==> src/verilog/m6809_pkg.sv <==
// 6809 subset core definitions
package m6809_pkg;

	// reset vector location, high byte first
	localparam logic [15:0] RESET_VECTOR_DEFAULT = 16'hFFFE;

	typedef enum logic [2:0] {
		ALU_LD,
		ALU_ADD,
		ALU_SUB,
		ALU_AND,
		ALU_OR,
		ALU_EOR,
		ALU_ST
	} alu_op_e;

	typedef enum logic [1:0] {
		MODE_NONE, // inherent, nop or skipped opcode
		MODE_IMM,
		MODE_EXT, // 16-bit address follows
		MODE_REL8
	} addr_mode_e;

	typedef enum logic [2:0] {
		COND_ALWAYS,
		COND_NE,
		COND_EQ,
		COND_CC,
		COND_CS
	} branch_cond_e;

	typedef struct packed {
		logic n;
		logic z;
		logic v;
		logic c; // borrow after a subtract
	} cc_t;

	typedef struct packed {
		addr_mode_e   mode;
		logic         acc_b; // 1 selects accumulator b
		alu_op_e      alu_op;
		logic         writes_acc;
		logic         is_store;
		branch_cond_e cond;
	} dec_ctl_t;

	typedef struct packed {
		logic [15:0] addr;
		logic [7:0]  wdata;
		logic        oe; // one-cycle read strobe
		logic        we; // one-cycle write strobe
	} bus_req_t;

endpackage

==> src/verilog/m6809_alu.sv <==
// 8-bit ALU
module m6809_alu import m6809_pkg::*; (
	input  dec_ctl_t   ctl_i,
	input  logic [7:0] acc_i,
	input  logic [7:0] operand_i,
	input  cc_t        cc_i,
	output logic [7:0] result_o,
	output cc_t        cc_o
);

	logic [8:0] sum;
	logic [8:0] diff;
	logic [7:0] res;

	assign sum  = {1'b0, acc_i} + {1'b0, operand_i};
	assign diff = {1'b0, acc_i} - {1'b0, operand_i}; // bit 8 is the borrow

	always_comb
	begin
		res    = acc_i;
		cc_o   = cc_i;
		cc_o.v = 1'b0; // logic ops, loads and stores clear v
		case (ctl_i.alu_op)
			ALU_LD: res = operand_i;
			ALU_ADD:
			begin
				res    = sum[7:0];
				cc_o.c = sum[8];
				cc_o.v = (acc_i[7] == operand_i[7]) && (sum[7] != acc_i[7]);
			end
			ALU_SUB:
			begin
				res    = diff[7:0];
				cc_o.c = diff[8];
				cc_o.v = (acc_i[7] != operand_i[7]) && (diff[7] != acc_i[7]);
			end
			ALU_AND: res = acc_i & operand_i;
			ALU_OR: res = acc_i | operand_i;
			ALU_EOR: res = acc_i ^ operand_i;
			default: res = acc_i; // store passes the accumulator
		endcase
		cc_o.n = res[7];
		cc_o.z = (res == 8'h00);
	end

	assign result_o = res;

endmodule

==> src/verilog/m6809_core.sv <==
// 6809 subset core top level
module m6809_core import m6809_pkg::*; #(
	parameter logic [15:0] RESET_VECTOR = RESET_VECTOR_DEFAULT
) (
	input  logic        cpu_clk,
	input  logic        k_reset,
	input  logic [7:0]  cpu_data_i,
	output logic [15:0] cpu_addr_o,
	output logic [7:0]  cpu_data_o,
	output logic        cpu_oe_o,
	output logic        cpu_we_o
);

	logic [7:0] opcode;
	logic [7:0] operand;
	logic [7:0] acc;
	logic [7:0] alu_result;
	logic       acc_wr;
	dec_ctl_t   ctl;
	cc_t        cc;
	cc_t        cc_next;
	bus_req_t   bus;

	m6809_sequencer #(
		.RESET_VECTOR(RESET_VECTOR)
	) u_sequencer (
		.cpu_clk      (cpu_clk),
		.k_reset      (k_reset),
		.data_i       (cpu_data_i),
		.ctl_i        (ctl),
		.cc_i         (cc),
		.alu_result_i (alu_result),
		.opcode_o     (opcode),
		.operand_o    (operand),
		.acc_wr_o     (acc_wr),
		.bus_o        (bus)
	);

	m6809_decoder u_decoder (
		.opcode_i (opcode),
		.ctl_o    (ctl)
	);

	m6809_alu u_alu (
		.ctl_i     (ctl),
		.acc_i     (acc),
		.operand_i (operand),
		.cc_i      (cc),
		.result_o  (alu_result),
		.cc_o      (cc_next)
	);

	m6809_regfile u_regfile (
		.cpu_clk   (cpu_clk),
		.k_reset   (k_reset),
		.ctl_i     (ctl),
		.acc_wr_i  (acc_wr),
		.result_i  (alu_result),
		.cc_next_i (cc_next),
		.acc_o     (acc),
		.cc_o      (cc)
	);

	assign cpu_addr_o = bus.addr;
	assign cpu_data_o = bus.wdata;
	assign cpu_oe_o   = bus.oe;
	assign cpu_we_o   = bus.we;

endmodule

==> src/verilog/m6809_decoder.sv <==
// opcode decoder
module m6809_decoder import m6809_pkg::*; (
	input  logic [7:0] opcode_i,
	output dec_ctl_t   ctl_o
);

	logic [3:0] hi_nib;
	logic [3:0] lo_nib;
	alu_op_e    op;
	logic       op_known;

	assign hi_nib = opcode_i[7:4];
	assign lo_nib = opcode_i[3:0];

	// low nibble picks the operation in the accumulator pages
	always_comb
	begin
		op       = ALU_LD;
		op_known = 1'b1;
		case (lo_nib)
			4'h0: op = ALU_SUB;
			4'h4: op = ALU_AND;
			4'h6: op = ALU_LD;
			4'h7: op = ALU_ST;
			4'h8: op = ALU_EOR;
			4'hA: op = ALU_OR;
			4'hB: op = ALU_ADD;
			default: op_known = 1'b0;
		endcase
	end

	always_comb
	begin
		ctl_o.mode       = MODE_NONE;
		ctl_o.acc_b      = opcode_i[6]; // C and F pages use b
		ctl_o.alu_op     = op;
		ctl_o.writes_acc = 1'b0;
		ctl_o.is_store   = 1'b0;
		ctl_o.cond       = COND_ALWAYS;
		case (hi_nib)
			4'h8, 4'hC:
				if (op_known && (op != ALU_ST)) // no store immediate
				begin
					ctl_o.mode       = MODE_IMM;
					ctl_o.writes_acc = 1'b1;
				end
			4'hB, 4'hF:
				if (op_known)
				begin
					ctl_o.mode       = MODE_EXT;
					ctl_o.writes_acc = (op != ALU_ST);
					ctl_o.is_store   = (op == ALU_ST);
				end
			4'h2:
			begin
				ctl_o.mode = MODE_REL8;
				case (lo_nib)
					4'h0: ctl_o.cond = COND_ALWAYS;
					4'h4: ctl_o.cond = COND_CC;
					4'h5: ctl_o.cond = COND_CS;
					4'h6: ctl_o.cond = COND_NE;
					4'h7: ctl_o.cond = COND_EQ;
					default: ctl_o.mode = MODE_NONE; // other branches skipped
				endcase
			end
			default: ctl_o.mode = MODE_NONE;
		endcase
	end

endmodule

==> src/verilog/m6809_regfile.sv <==
// accumulators and condition codes
module m6809_regfile import m6809_pkg::*; (
	input  logic       cpu_clk,
	input  logic       k_reset,
	input  dec_ctl_t   ctl_i,
	input  logic       acc_wr_i,
	input  logic [7:0] result_i,
	input  cc_t        cc_next_i,
	output logic [7:0] acc_o,
	output cc_t        cc_o
);

	logic [7:0] acc_a_q;
	logic [7:0] acc_b_q;
	cc_t        cc_q;

	always_ff @(posedge cpu_clk or posedge k_reset)
	begin
		if (k_reset)
		begin
			acc_a_q <= 8'h00;
			acc_b_q <= 8'h00;
			cc_q    <= '0;
		end
		else if (acc_wr_i)
		begin
			cc_q <= cc_next_i; // stores only touch the flags
			if (ctl_i.writes_acc)
			begin
				if (ctl_i.acc_b)
					acc_b_q <= result_i;
				else
					acc_a_q <= result_i;
			end
		end
	end

	assign acc_o = ctl_i.acc_b ? acc_b_q : acc_a_q;
	assign cc_o  = cc_q;

endmodule

==> src/verilog/m6809_sequencer.sv <==
// bus sequencer and program counter
module m6809_sequencer import m6809_pkg::*; #(
	parameter logic [15:0] RESET_VECTOR = RESET_VECTOR_DEFAULT
) (
	input  logic       cpu_clk,
	input  logic       k_reset,
	input  logic [7:0] data_i,
	input  dec_ctl_t   ctl_i,
	input  cc_t        cc_i,
	input  logic [7:0] alu_result_i,
	output logic [7:0] opcode_o,
	output logic [7:0] operand_o,
	output logic       acc_wr_o,
	output bus_req_t   bus_o
);

	typedef enum logic [3:0] {
		S_VEC_HI,
		S_VEC_LO,
		S_FETCH,
		S_DECODE,
		S_OPND,
		S_EA_HI,
		S_EA_LO,
		S_DATA,
		S_WRITE,
		S_EXEC
	} seq_state_e;

	// the three slots of a read cycle
	typedef enum logic [1:0] {
		PH_ADDR,
		PH_OE,
		PH_DATA
	} phase_e;

	seq_state_e  state_q;
	phase_e      phase_q;
	logic [7:0]  opcode_q;
	logic [7:0]  operand_q;
	logic [15:0] pc_q;
	logic [15:0] ea_q;
	logic [15:0] pc_inc;
	logic [15:0] branch_target;
	logic [15:0] vec_lo_addr;
	logic        read_state;
	logic        capture;
	logic        branch_taken;

	assign read_state = state_q inside {S_VEC_HI, S_VEC_LO, S_FETCH, S_OPND,
		S_EA_HI, S_EA_LO, S_DATA};
	assign capture = read_state && (phase_q == PH_DATA); // memory drives data_i now

	assign pc_inc        = pc_q + 16'd1;
	assign branch_target = pc_inc + {{8{data_i[7]}}, data_i}; // pc already past offset
	assign vec_lo_addr   = RESET_VECTOR + 16'd1;

	always_comb
	begin
		case (ctl_i.cond)
			COND_NE: branch_taken = !cc_i.z;
			COND_EQ: branch_taken = cc_i.z;
			COND_CC: branch_taken = !cc_i.c;
			COND_CS: branch_taken = cc_i.c;
			default: branch_taken = 1'b1;
		endcase
	end

	always_ff @(posedge cpu_clk or posedge k_reset)
	begin
		if (k_reset)
		begin
			state_q  <= S_VEC_HI;
			phase_q  <= PH_ADDR;
			opcode_q <= 8'h12; // nop until the first fetch
		end
		else
		begin
			if (read_state)
			begin
				case (phase_q)
					PH_ADDR: phase_q <= PH_OE;
					PH_OE: phase_q <= PH_DATA;
					default: phase_q <= PH_ADDR;
				endcase
			end
			case (state_q)
				S_VEC_HI:
					if (capture)
						state_q <= S_VEC_LO;
				S_VEC_LO:
					if (capture)
						state_q <= S_FETCH;
				S_FETCH:
					if (capture)
					begin
						opcode_q <= data_i;
						state_q  <= S_DECODE;
					end
				S_DECODE:
					case (ctl_i.mode)
						MODE_IMM, MODE_REL8: state_q <= S_OPND;
						MODE_EXT: state_q <= S_EA_HI;
						default: state_q <= S_FETCH; // nop and unknown opcodes
					endcase
				S_OPND:
					if (capture)
						state_q <= (ctl_i.mode == MODE_REL8) ? S_FETCH : S_EXEC;
				S_EA_HI:
					if (capture)
						state_q <= S_EA_LO;
				S_EA_LO:
					if (capture)
						state_q <= ctl_i.is_store ? S_WRITE : S_DATA;
				S_DATA:
					if (capture)
						state_q <= S_EXEC;
				S_WRITE: state_q <= S_EXEC; // exec doubles as the idle bus slot
				default: state_q <= S_FETCH;
			endcase
		end
	end

	always_ff @(posedge cpu_clk)
	begin
		if (capture)
		begin
			case (state_q)
				S_VEC_HI: pc_q[15:8] <= data_i;
				S_VEC_LO: pc_q[7:0] <= data_i;
				S_OPND:
					if (ctl_i.mode == MODE_REL8)
						pc_q <= branch_taken ? branch_target : pc_inc;
					else
					begin
						pc_q      <= pc_inc;
						operand_q <= data_i; // immediate operand
					end
				S_EA_HI:
				begin
					pc_q       <= pc_inc;
					ea_q[15:8] <= data_i;
				end
				S_EA_LO:
				begin
					pc_q      <= pc_inc;
					ea_q[7:0] <= data_i;
				end
				S_DATA: operand_q <= data_i;
				default: pc_q <= pc_inc; // opcode fetch
			endcase
		end
	end

	always_comb
	begin
		bus_o.wdata = alu_result_i; // store data straight from the alu
		bus_o.oe    = read_state && (phase_q == PH_OE);
		bus_o.we    = (state_q == S_WRITE);
		case (state_q)
			S_VEC_HI: bus_o.addr = RESET_VECTOR;
			S_VEC_LO: bus_o.addr = vec_lo_addr;
			S_DATA, S_WRITE: bus_o.addr = ea_q;
			default: bus_o.addr = pc_q;
		endcase
	end

	assign opcode_o  = opcode_q;
	assign operand_o = operand_q;
	assign acc_wr_o  = (state_q == S_EXEC);

endmodule
==> config.mk <==
export PLATFORM = sky130hd
export DESIGN_NAME = m6809_core
export DESIGN_NICKNAME = d
export VERILOG_FILES = /design/src/verilog/m6809_pkg.sv /design/src/verilog/m6809_alu.sv /design/src/verilog/m6809_core.sv /design/src/verilog/m6809_decoder.sv /design/src/verilog/m6809_regfile.sv /design/src/verilog/m6809_sequencer.sv
export SDC_FILE = /design/constraint.sdc
export NUM_CORES = 1
export LEC_CHECK = 0
export BUFFER_PORTS_ARGS = -buffer_cell sky130_fd_sc_hd__buf_2
export CORE_MARGIN = 2
export CORE_UTILIZATION = 30
export DETAILED_ROUTE_END_ITERATION = 6
export PLACE_DENSITY_LB_ADDON = 0.2
export SLEW_MARGIN = 20
export SYNTH_ARGS = -nofsm -noshare
export SYNTH_HDL_FRONTEND = slang
export SYNTH_SLANG_ARGS = --single-unit
export TNS_END_PERCENT = 30
==> constraint.sdc <==
create_clock -name cpu_clk -period 4.45 [get_ports cpu_clk]
set_input_delay 0.445 -clock cpu_clk [delete_from_list [all_inputs] [get_ports cpu_clk]]
set_output_delay 0.445 -clock cpu_clk [all_outputs]
set_load 0.005 [all_outputs]
==> reports/metrics.cfg, run 1 <==
[status]
status = completed

[sta]
rsz0062_at_grt = false
finalCriticalPeriod_ps = 3880
finalSetupViolations = 0
worst_slew_pin_slew_ps = 972
slew_headroom_pct = 35.0
finalSetupTns_ps = 0
fmax_ghz = 0.258
skew_ps = 6.51
slew_violations = 0
hold_viol = 0
period_share_pct = 87.3

[setup_path]
crit_chain = mux2_2 -> inv_1 -> ha_1 -> inv_1 -> fa_1 -> nor3b_1 -> nor3_1 -> o31ai_1 -> nor2_1 -> a211oi_1 -> a21oi_1 -> a2bb2oi_1 -> buf_2
cp_data_arrival_time_ps = 3440
cp_slowest_cell = fa_1
crit_path_max_incr_delay_ps = 410
cp-start-kind = flop
critPathBufInv = 3
crit_fanout = 4
critPathKind = reg2out
cp-end-kind = primary output
critical_path_required_ps = 4010
cp_common_cell = inv_1
critPathTopFamily = compound AO/OA/AOI/OAI gates

[synthesis]
synth_flop_cell = edfxtp_1
synth_edf_count = 40
netlist_area_um2 = 5820
syn_nets = 716
postSynthAreaPerCell_um2 = 8.82
seq_area_frac_synth_pct = 34.4
synth_cell_type_count = 73
synth_top_family_by_area = simple AND/OR/NAND/NOR gates
synthSimpleGateAreaFrac_pct = 20.3
synth_xor_area_share_pct = 4.21
ys_async_sr_fraction_pct = 44.4
synth_mux_area_share_pct = 7.35
syn_inst = 660
synth_fa_ha_area_share_pct = 10.3
synth_compound_area_share_pct = 18.6
yosysWarnings = 0
synth_seq_cells = 72

[clock_network]
cts_setup_buffers = 0
insertion_delay_ps = 340
cts-root-to-sink-buffers = 2
cts_hold_buf = 0
cts_resized = 0
cts.htree.levels = 3
cts_buffers = 9
cts.clk_slew.worst_paths_ps = 60
cts.sinks = 72
cts_tree = yes
root_buffer = clkbuf_16

[drt]
wl_um = 17200
wl_per_cell_um = 18.1
drt_iter0_drc = 408
ant_nets = 0
drc = 0
via_count = 5122
firstDrtPassIters = 7
viasPerCell = 5.40

[pwr]
leakage_nw = 2.77
seq_power_share_pct = 29.1
p_clk_share_pct = 18.0
peakVddDrop_mv = 0.227
pwr-share-comb_pct = 52.9
sw_frac_of_total_pct = 45.6
internal-power_mw = 2.21
switching_power_mw = 1.86
powerDensity_nw_per_um2 = 620

[run]
drv_cap = 0

[global_routing]
grt_pass1_vias = 4937
grt_usage_pct = 17.0
antenna_found_initial = 0
grt_max_degree = 33
gr-total-overflow = 0
grt_pass1_wl_um = 26800

[place]
dpl_cell_area_um2 = 6260
hpwlAfterDp_um = 12600
gp_congestion = 0.884
io_buffer_count = 35

[cells_and_area]
syn_to_final_growth_pct = 12.9
drive_gt1_share_pct = 14.2
ff_latch_area_um2 = 2000
nFillCells = 1988
final_common_cell = nand2_1
final_area_um2 = 6570
final_nets = 740
final_cell_mix = nand2_1 (87), ha_1 (43), a21oi_1 (42)
antenna_cells = 0
multi_input_comb_area_um2 = 3550

[floorplan]
initial_core_util_pct = 30.8
dieWidth_um = 143
ioPinCount = 36
num_rows = 50
dieHeight_um = 143
core_um2 = 18900
die-area_um2 = 20500

[worst_hold_path]
min_path_type = in2async

## stage by stage
step                      instances  util [%]  setup slack [ps]  power, mW  hold slack [ps]
final                           949      34.8               567       4.07              195
after floorplan                 660         -               972       2.65              450
after global placement          933      33.1               985       3.29              478
after detailed placement        933      33.1               950       3.33              482
after CTS                       949      34.7               571       4.09              203
after global routing            949      34.8               298       4.38              250
## registers in the layout, indices dropped and copies added (netlist names), 4 cells and up
signal                 count
u_sequencer.state_q        4
u_sequencer.operand_o      8
u_regfile.acc_a_q          8
u_regfile.acc_b_q          8
u_sequencer.opcode_o       8
u_sequencer.ea_q          16
u_sequencer.pc_q          16
## path summary, 6_finish.rpt
kind                                          from  slack (ps)                 endpoint  cells past startpoint
max                        u_sequencer.opcode_o[6]         570            cpu_data_o[6]                     13
min                                        k_reset         190        u_regfile.cc_o[0]                      3
max reg2reg                    u_sequencer.pc_q[2]        1090     u_sequencer.pc_q[15]                     12
min reg2reg                   u_regfile.acc_a_q[1]         480     u_regfile.acc_a_q[1]                      1
max in group asynchronous                  k_reset        3910  u_sequencer.opcode_o[1]                      3
min in group cpu_clk                 cpu_data_i[1]         440      u_sequencer.ea_q[1]                      1
## worst register-to-register path, stage by stage, from the launching register on
cell	delay [ps]
edfxtp_1	440
and3_1	220
and2_1	180
nand4_1	190
nor2_1	190
xor2_1	360
ha_1	330
and3_1	180
a21oi_1	130
o21ai_1	150
o221ai_1	250
mux4_2	330
nor3b_2	170
## layout make-up
type / instances / share of cell area (%)
inverter: 36 / 2.06
timing repair buffer: 46 / 3.92
sequential: 72 / 30.5
clock buffer: 10 / 3.64
tap: 260 / 4.95
clock inverter: 6 / 0.895
multi-input combinational: 519 / 54.0
## power by group through the flow
stage	logic, mW	clock network (mW)	registers, mW
global placement	2.11	0	1.18
CTS	2.16	0.759	1.17
floorplan	1.65	0	0.996
finish	2.15	0.734	1.18
global route	2.39	0.780	1.21
detailed placement	2.14	0	1.19
## synth_stat cells (3+ instances only)
master / number / share of area, %
mux2_1: 6 / 1.2
buf_2: 9 / 0.77
o22a_1: 3 / 0.45
buf_4: 3 / 0.39
o31ai_1: 3 / 0.39
and2_1: 4 / 0.43
nand4_1: 4 / 0.43
a21oi_1: 42 / 3.6
o211ai_1: 8 / 1.0
nand3_1: 33 / 2.8
o21ai_1: 13 / 1.1
a21o_1: 5 / 0.65
and3_1: 10 / 1.1
nand2b_1: 13 / 1.4
a22oi_1: 18 / 2.3
edfxtp_1: 40 / 21
dfrtp_1: 30 / 13
nor2_1: 41 / 2.6
mux2_2: 22 / 4.3
ha_1: 43 / 9.2
fa_1: 3 / 1.0
nand2_1: 87 / 5.6
clkbuf_1: 20 / 1.3
xor2_1: 13 / 2.0
inv_1: 35 / 2.3
xnor2_1: 15 / 2.3
o21ai_0: 18 / 1.5
mux2i_1: 9 / 1.5
nor2b_1: 12 / 1.3
nor3_1: 17 / 1.5
a31oi_1: 7 / 0.75
o22ai_1: 13 / 1.4
or3_1: 8 / 0.86
o221ai_1: 3 / 0.45
nor4_1: 3 / 0.32
o21bai_1: 4 / 0.52
## routing by layer
metal / global-route usage, % / vias up / share of wire (%)
met5: 0 / - / 0
met3: 2.95 / 31 / 5.1
met2: 29.2 / 163 / 49
li1: - / 2445 / -
met4: 5.83 / 0 / 2.4
met1: 21.6 / 2483 / 44
## cell families after synthesis
| family | after synthesis |
|---|---|
| buffers and inverters | 69 |
| multiplexers | 38 |
| flip-flops | 72 |
| AO/OA/AOI/OAI | 163 |
| adder cells (fa/ha/maj) | 46 |
| AND/OR/NAND/NOR | 244 |
| XOR/XNOR | 28 |
Power figures use the tool's default switching activity.
==> inputs of run 2 (changes only) <==
--- a/config.mk
+++ b/config.mk
@@ -5,10 +5,12 @@
 export SDC_FILE = /design/constraint.sdc
 export NUM_CORES = 1
 export LEC_CHECK = 0
+export ABC_AREA = 1
 export BUFFER_PORTS_ARGS = -buffer_cell sky130_fd_sc_hd__buf_2
 export CORE_MARGIN = 2
 export CORE_UTILIZATION = 30
 export DETAILED_ROUTE_END_ITERATION = 6
+export GPL_TIMING_DRIVEN = 0
 export PLACE_DENSITY_LB_ADDON = 0.2
 export SLEW_MARGIN = 20
 export SYNTH_ARGS = -nofsm -noshare
==> run 2 against run 1 <==
Effect of this change:
- final cell count up 22%
- clock power fell by 7.1%
- synthesized cell count is 27% higher
- final area rose by 4.8%
- non-clock buffer count grew 3
- wire length rose by 6.8%
- critical path type unchanged
==> reports/metrics.cfg, run 2 <==
[cells_and_area]
syn_to_final_growth_pct = 13.2
final_area_um2 = 6890
final_nets = 943
final_core_utilization_pct = 34.4
final_cell_mix = nand2_1 (206), inv_1 (131), nor2_1 (72)
stdcell_count = 1162
reg.largest.list = u_sequencer.ea_q x16, u_sequencer.pc_q x16
drive_gt1_share_pct = 13.0
final_common_cell = nand2_1
antenna_cells = 0

[pwr]
leakage_nw = 3.30
peakVddDrop_mv = 0.190
p_total_mw = 4.08
powerDensity_nw_per_um2 = 593

[synthesis]
yosysWarnings = 0
ys_async_sr_fraction_pct = 44.4
yosysMostFrequentCell = nand2_1
synth_flop_cell = edfxtp_1
yosysTopAreaCell = edfxtp_1
syn_nets = 896
synth_area_leaders = edfxtp_1 (20%), nand2_1 (13%), dfrtp_1 (12%), ha_1 (8.8%), inv_1 (8.1%)
netlist_area_um2 = 6080
postSynthAreaPerCell_um2 = 7.24
synth_top_area_share_pct = 19.7
syn_inst = 840
seq_area_frac_synth_pct = 33.0
synth_seq_cells = 72
synth_commonest_cells = nand2_1 (206), inv_1 (132), nor2_1 (72), nand3_1 (59), o21ai_0 (46)
synth_cell_type_count = 49
synth_edf_count = 40

[drt]
viasPerCell = 4.75
ant_nets = 0
firstDrtPassIters = 5
wl_um = 18300
drt_iter0_drc = 333
drc = 0
wl_per_cell_um = 15.8
via_count = 5523

[floorplan]
dieHeight_um = 146
initial_core_util_pct = 30.4
num_rows = 52
ioPinCount = 36
die-area_um2 = 21400
core_um2 = 20000
dieWidth_um = 146

[place]
hpwlAfterDp_um = 14600
gp_congestion = 0.886
io_buffer_count = 35
dp_cells = 1146
dp_slack_ps = 956
dpl_cell_area_um2 = 6610

[sta]
slew_violations = 0
timing.final.ws_setup_ps = 660
fmax_ghz = 0.264
period_share_pct = 85.2
rsz0062_at_grt = false
skew_ps = 6.82
finalCriticalPeriod_ps = 3790
slew_headroom_pct = 32.7
fin_hold_ws_ps = 230
finalSetupTns_ps = 0
hold_viol = 0
finalSetupViolations = 0
worst_slew_pin_slew_ps = 1000

[clock_network]
cts_setup_buffers = 0
cts-root-to-sink-buffers = 2
cts_resized = 0
cts_hold_buf = 0
cts.sinks = 72
insertion_delay_ps = 340
cts_tree = yes
cts.clk_slew.worst_paths_ps = 60
cts.htree.levels = 3
cts_buffers = 9
root_buffer = clkbuf_16

[global_routing]
grt_pass1_vias = 5338
grt_max_degree = 33
gr-total-overflow = 0
grt_usage_pct = 17.3
grt_pass1_wl_um = 28800
antenna_found_initial = 0

[run]
drv_cap = 0

[setup_path]
cp-start-kind = flop
cp-end-kind = primary output
crit_fanout = 10
cp_data_arrival_time_ps = 3350
critical_path_required_ps = 4010
critPathKind = reg2out

[worst_hold_path]
min_path_type = in2async

[status]
status = completed

run 2: cell count changes in the layout (fill, tap and decap cells not counted), moves of 16 or more:
cell	change
mux2_2	-21
nor2_1	+31
a22oi_1	-16
inv_1	+96
o21ai_0	+28
nand2_1	+119
nand3_1	+26
run 2: layout make-up:
type	instances	area (um^2)
buffer	13	85.1
clock buffer	10	229
clock inverter	6	45.0
fill	2185	13200
inverter	141	529
multi-input combinational	614	3470
sequential	72	2000
tap	270	338
timing repair buffer	36	180
run 2: critical path: stages (launching register included):
cell and delay, ps:
dfrtp_1 410, clkbuf_1 250, o21ai_0 570, ha_1 440, inv_1 220, nand2_1 80
nand2_1 80, inv_1 50, nand2_1 80, nand2_1 80, nand2_1 60, nand2_1 40
nand3_1 60, nand3_1 80, nand2_1 190, inv_1 60, buf_4 120, buf_2 110
run 2: final timing paths:
path	from	to	slack, ps	depth (start not counted)
min in group cpu_clk	cpu_data_i[1]	u_sequencer.ea_q[9]	390	1
setup reg to reg	u_sequencer.pc_q[0]	u_sequencer.pc_q[15]	1280	17
setup / recovery	u_sequencer.opcode_o[6]	cpu_data_o[7]	660	17
hold reg to reg	u_regfile.acc_b_q[1]	u_regfile.acc_b_q[1]	470	2
max in group asynchronous	k_reset	u_sequencer.opcode_o[0]	3740	2
hold / removal	k_reset	u_sequencer.state_q[0]	230	2
run 2: metal layers:
| layer | vias up | track usage (%) | wire, um |
|---|---|---|---|
| met5 | - | 0 | 0 |
| met4 | 0 | 5.78 | 398 |
| met3 | 26 | 2.22 | 528 |
| met2 | 88 | 30.4 | 8960 |
| met1 | 2534 | 22.1 | 8440 |
| li1 | 2875 | - | - |
run 2: kinds of logic (layout without fill, tap and decap cells):
logic type               after synthesis  count (layout)  share of synthesized area (%)
AO/OA/AOI/OAI                        148             148                           15.0
XOR/XNOR                              18              18                           2.59
adder cells (fa/ha/maj)               46              46                           9.83
buffers and inverters                154             206                           10.1
flip-flops                            72              72                           33.0
multiplexers                           1               1                          0.185
AND/OR/NAND/NOR                      401             401                           29.3
run 2: report_power, final:
group / total (mW) / internal [mW] / switching, mW
Clock: 0.682 / 0.380 / 0.302
Combinational: 2.45 / 0.812 / 1.63
Sequential: 0.954 / 0.857 / 0.0971
Total: 4.08 / 2.05 / 2.03
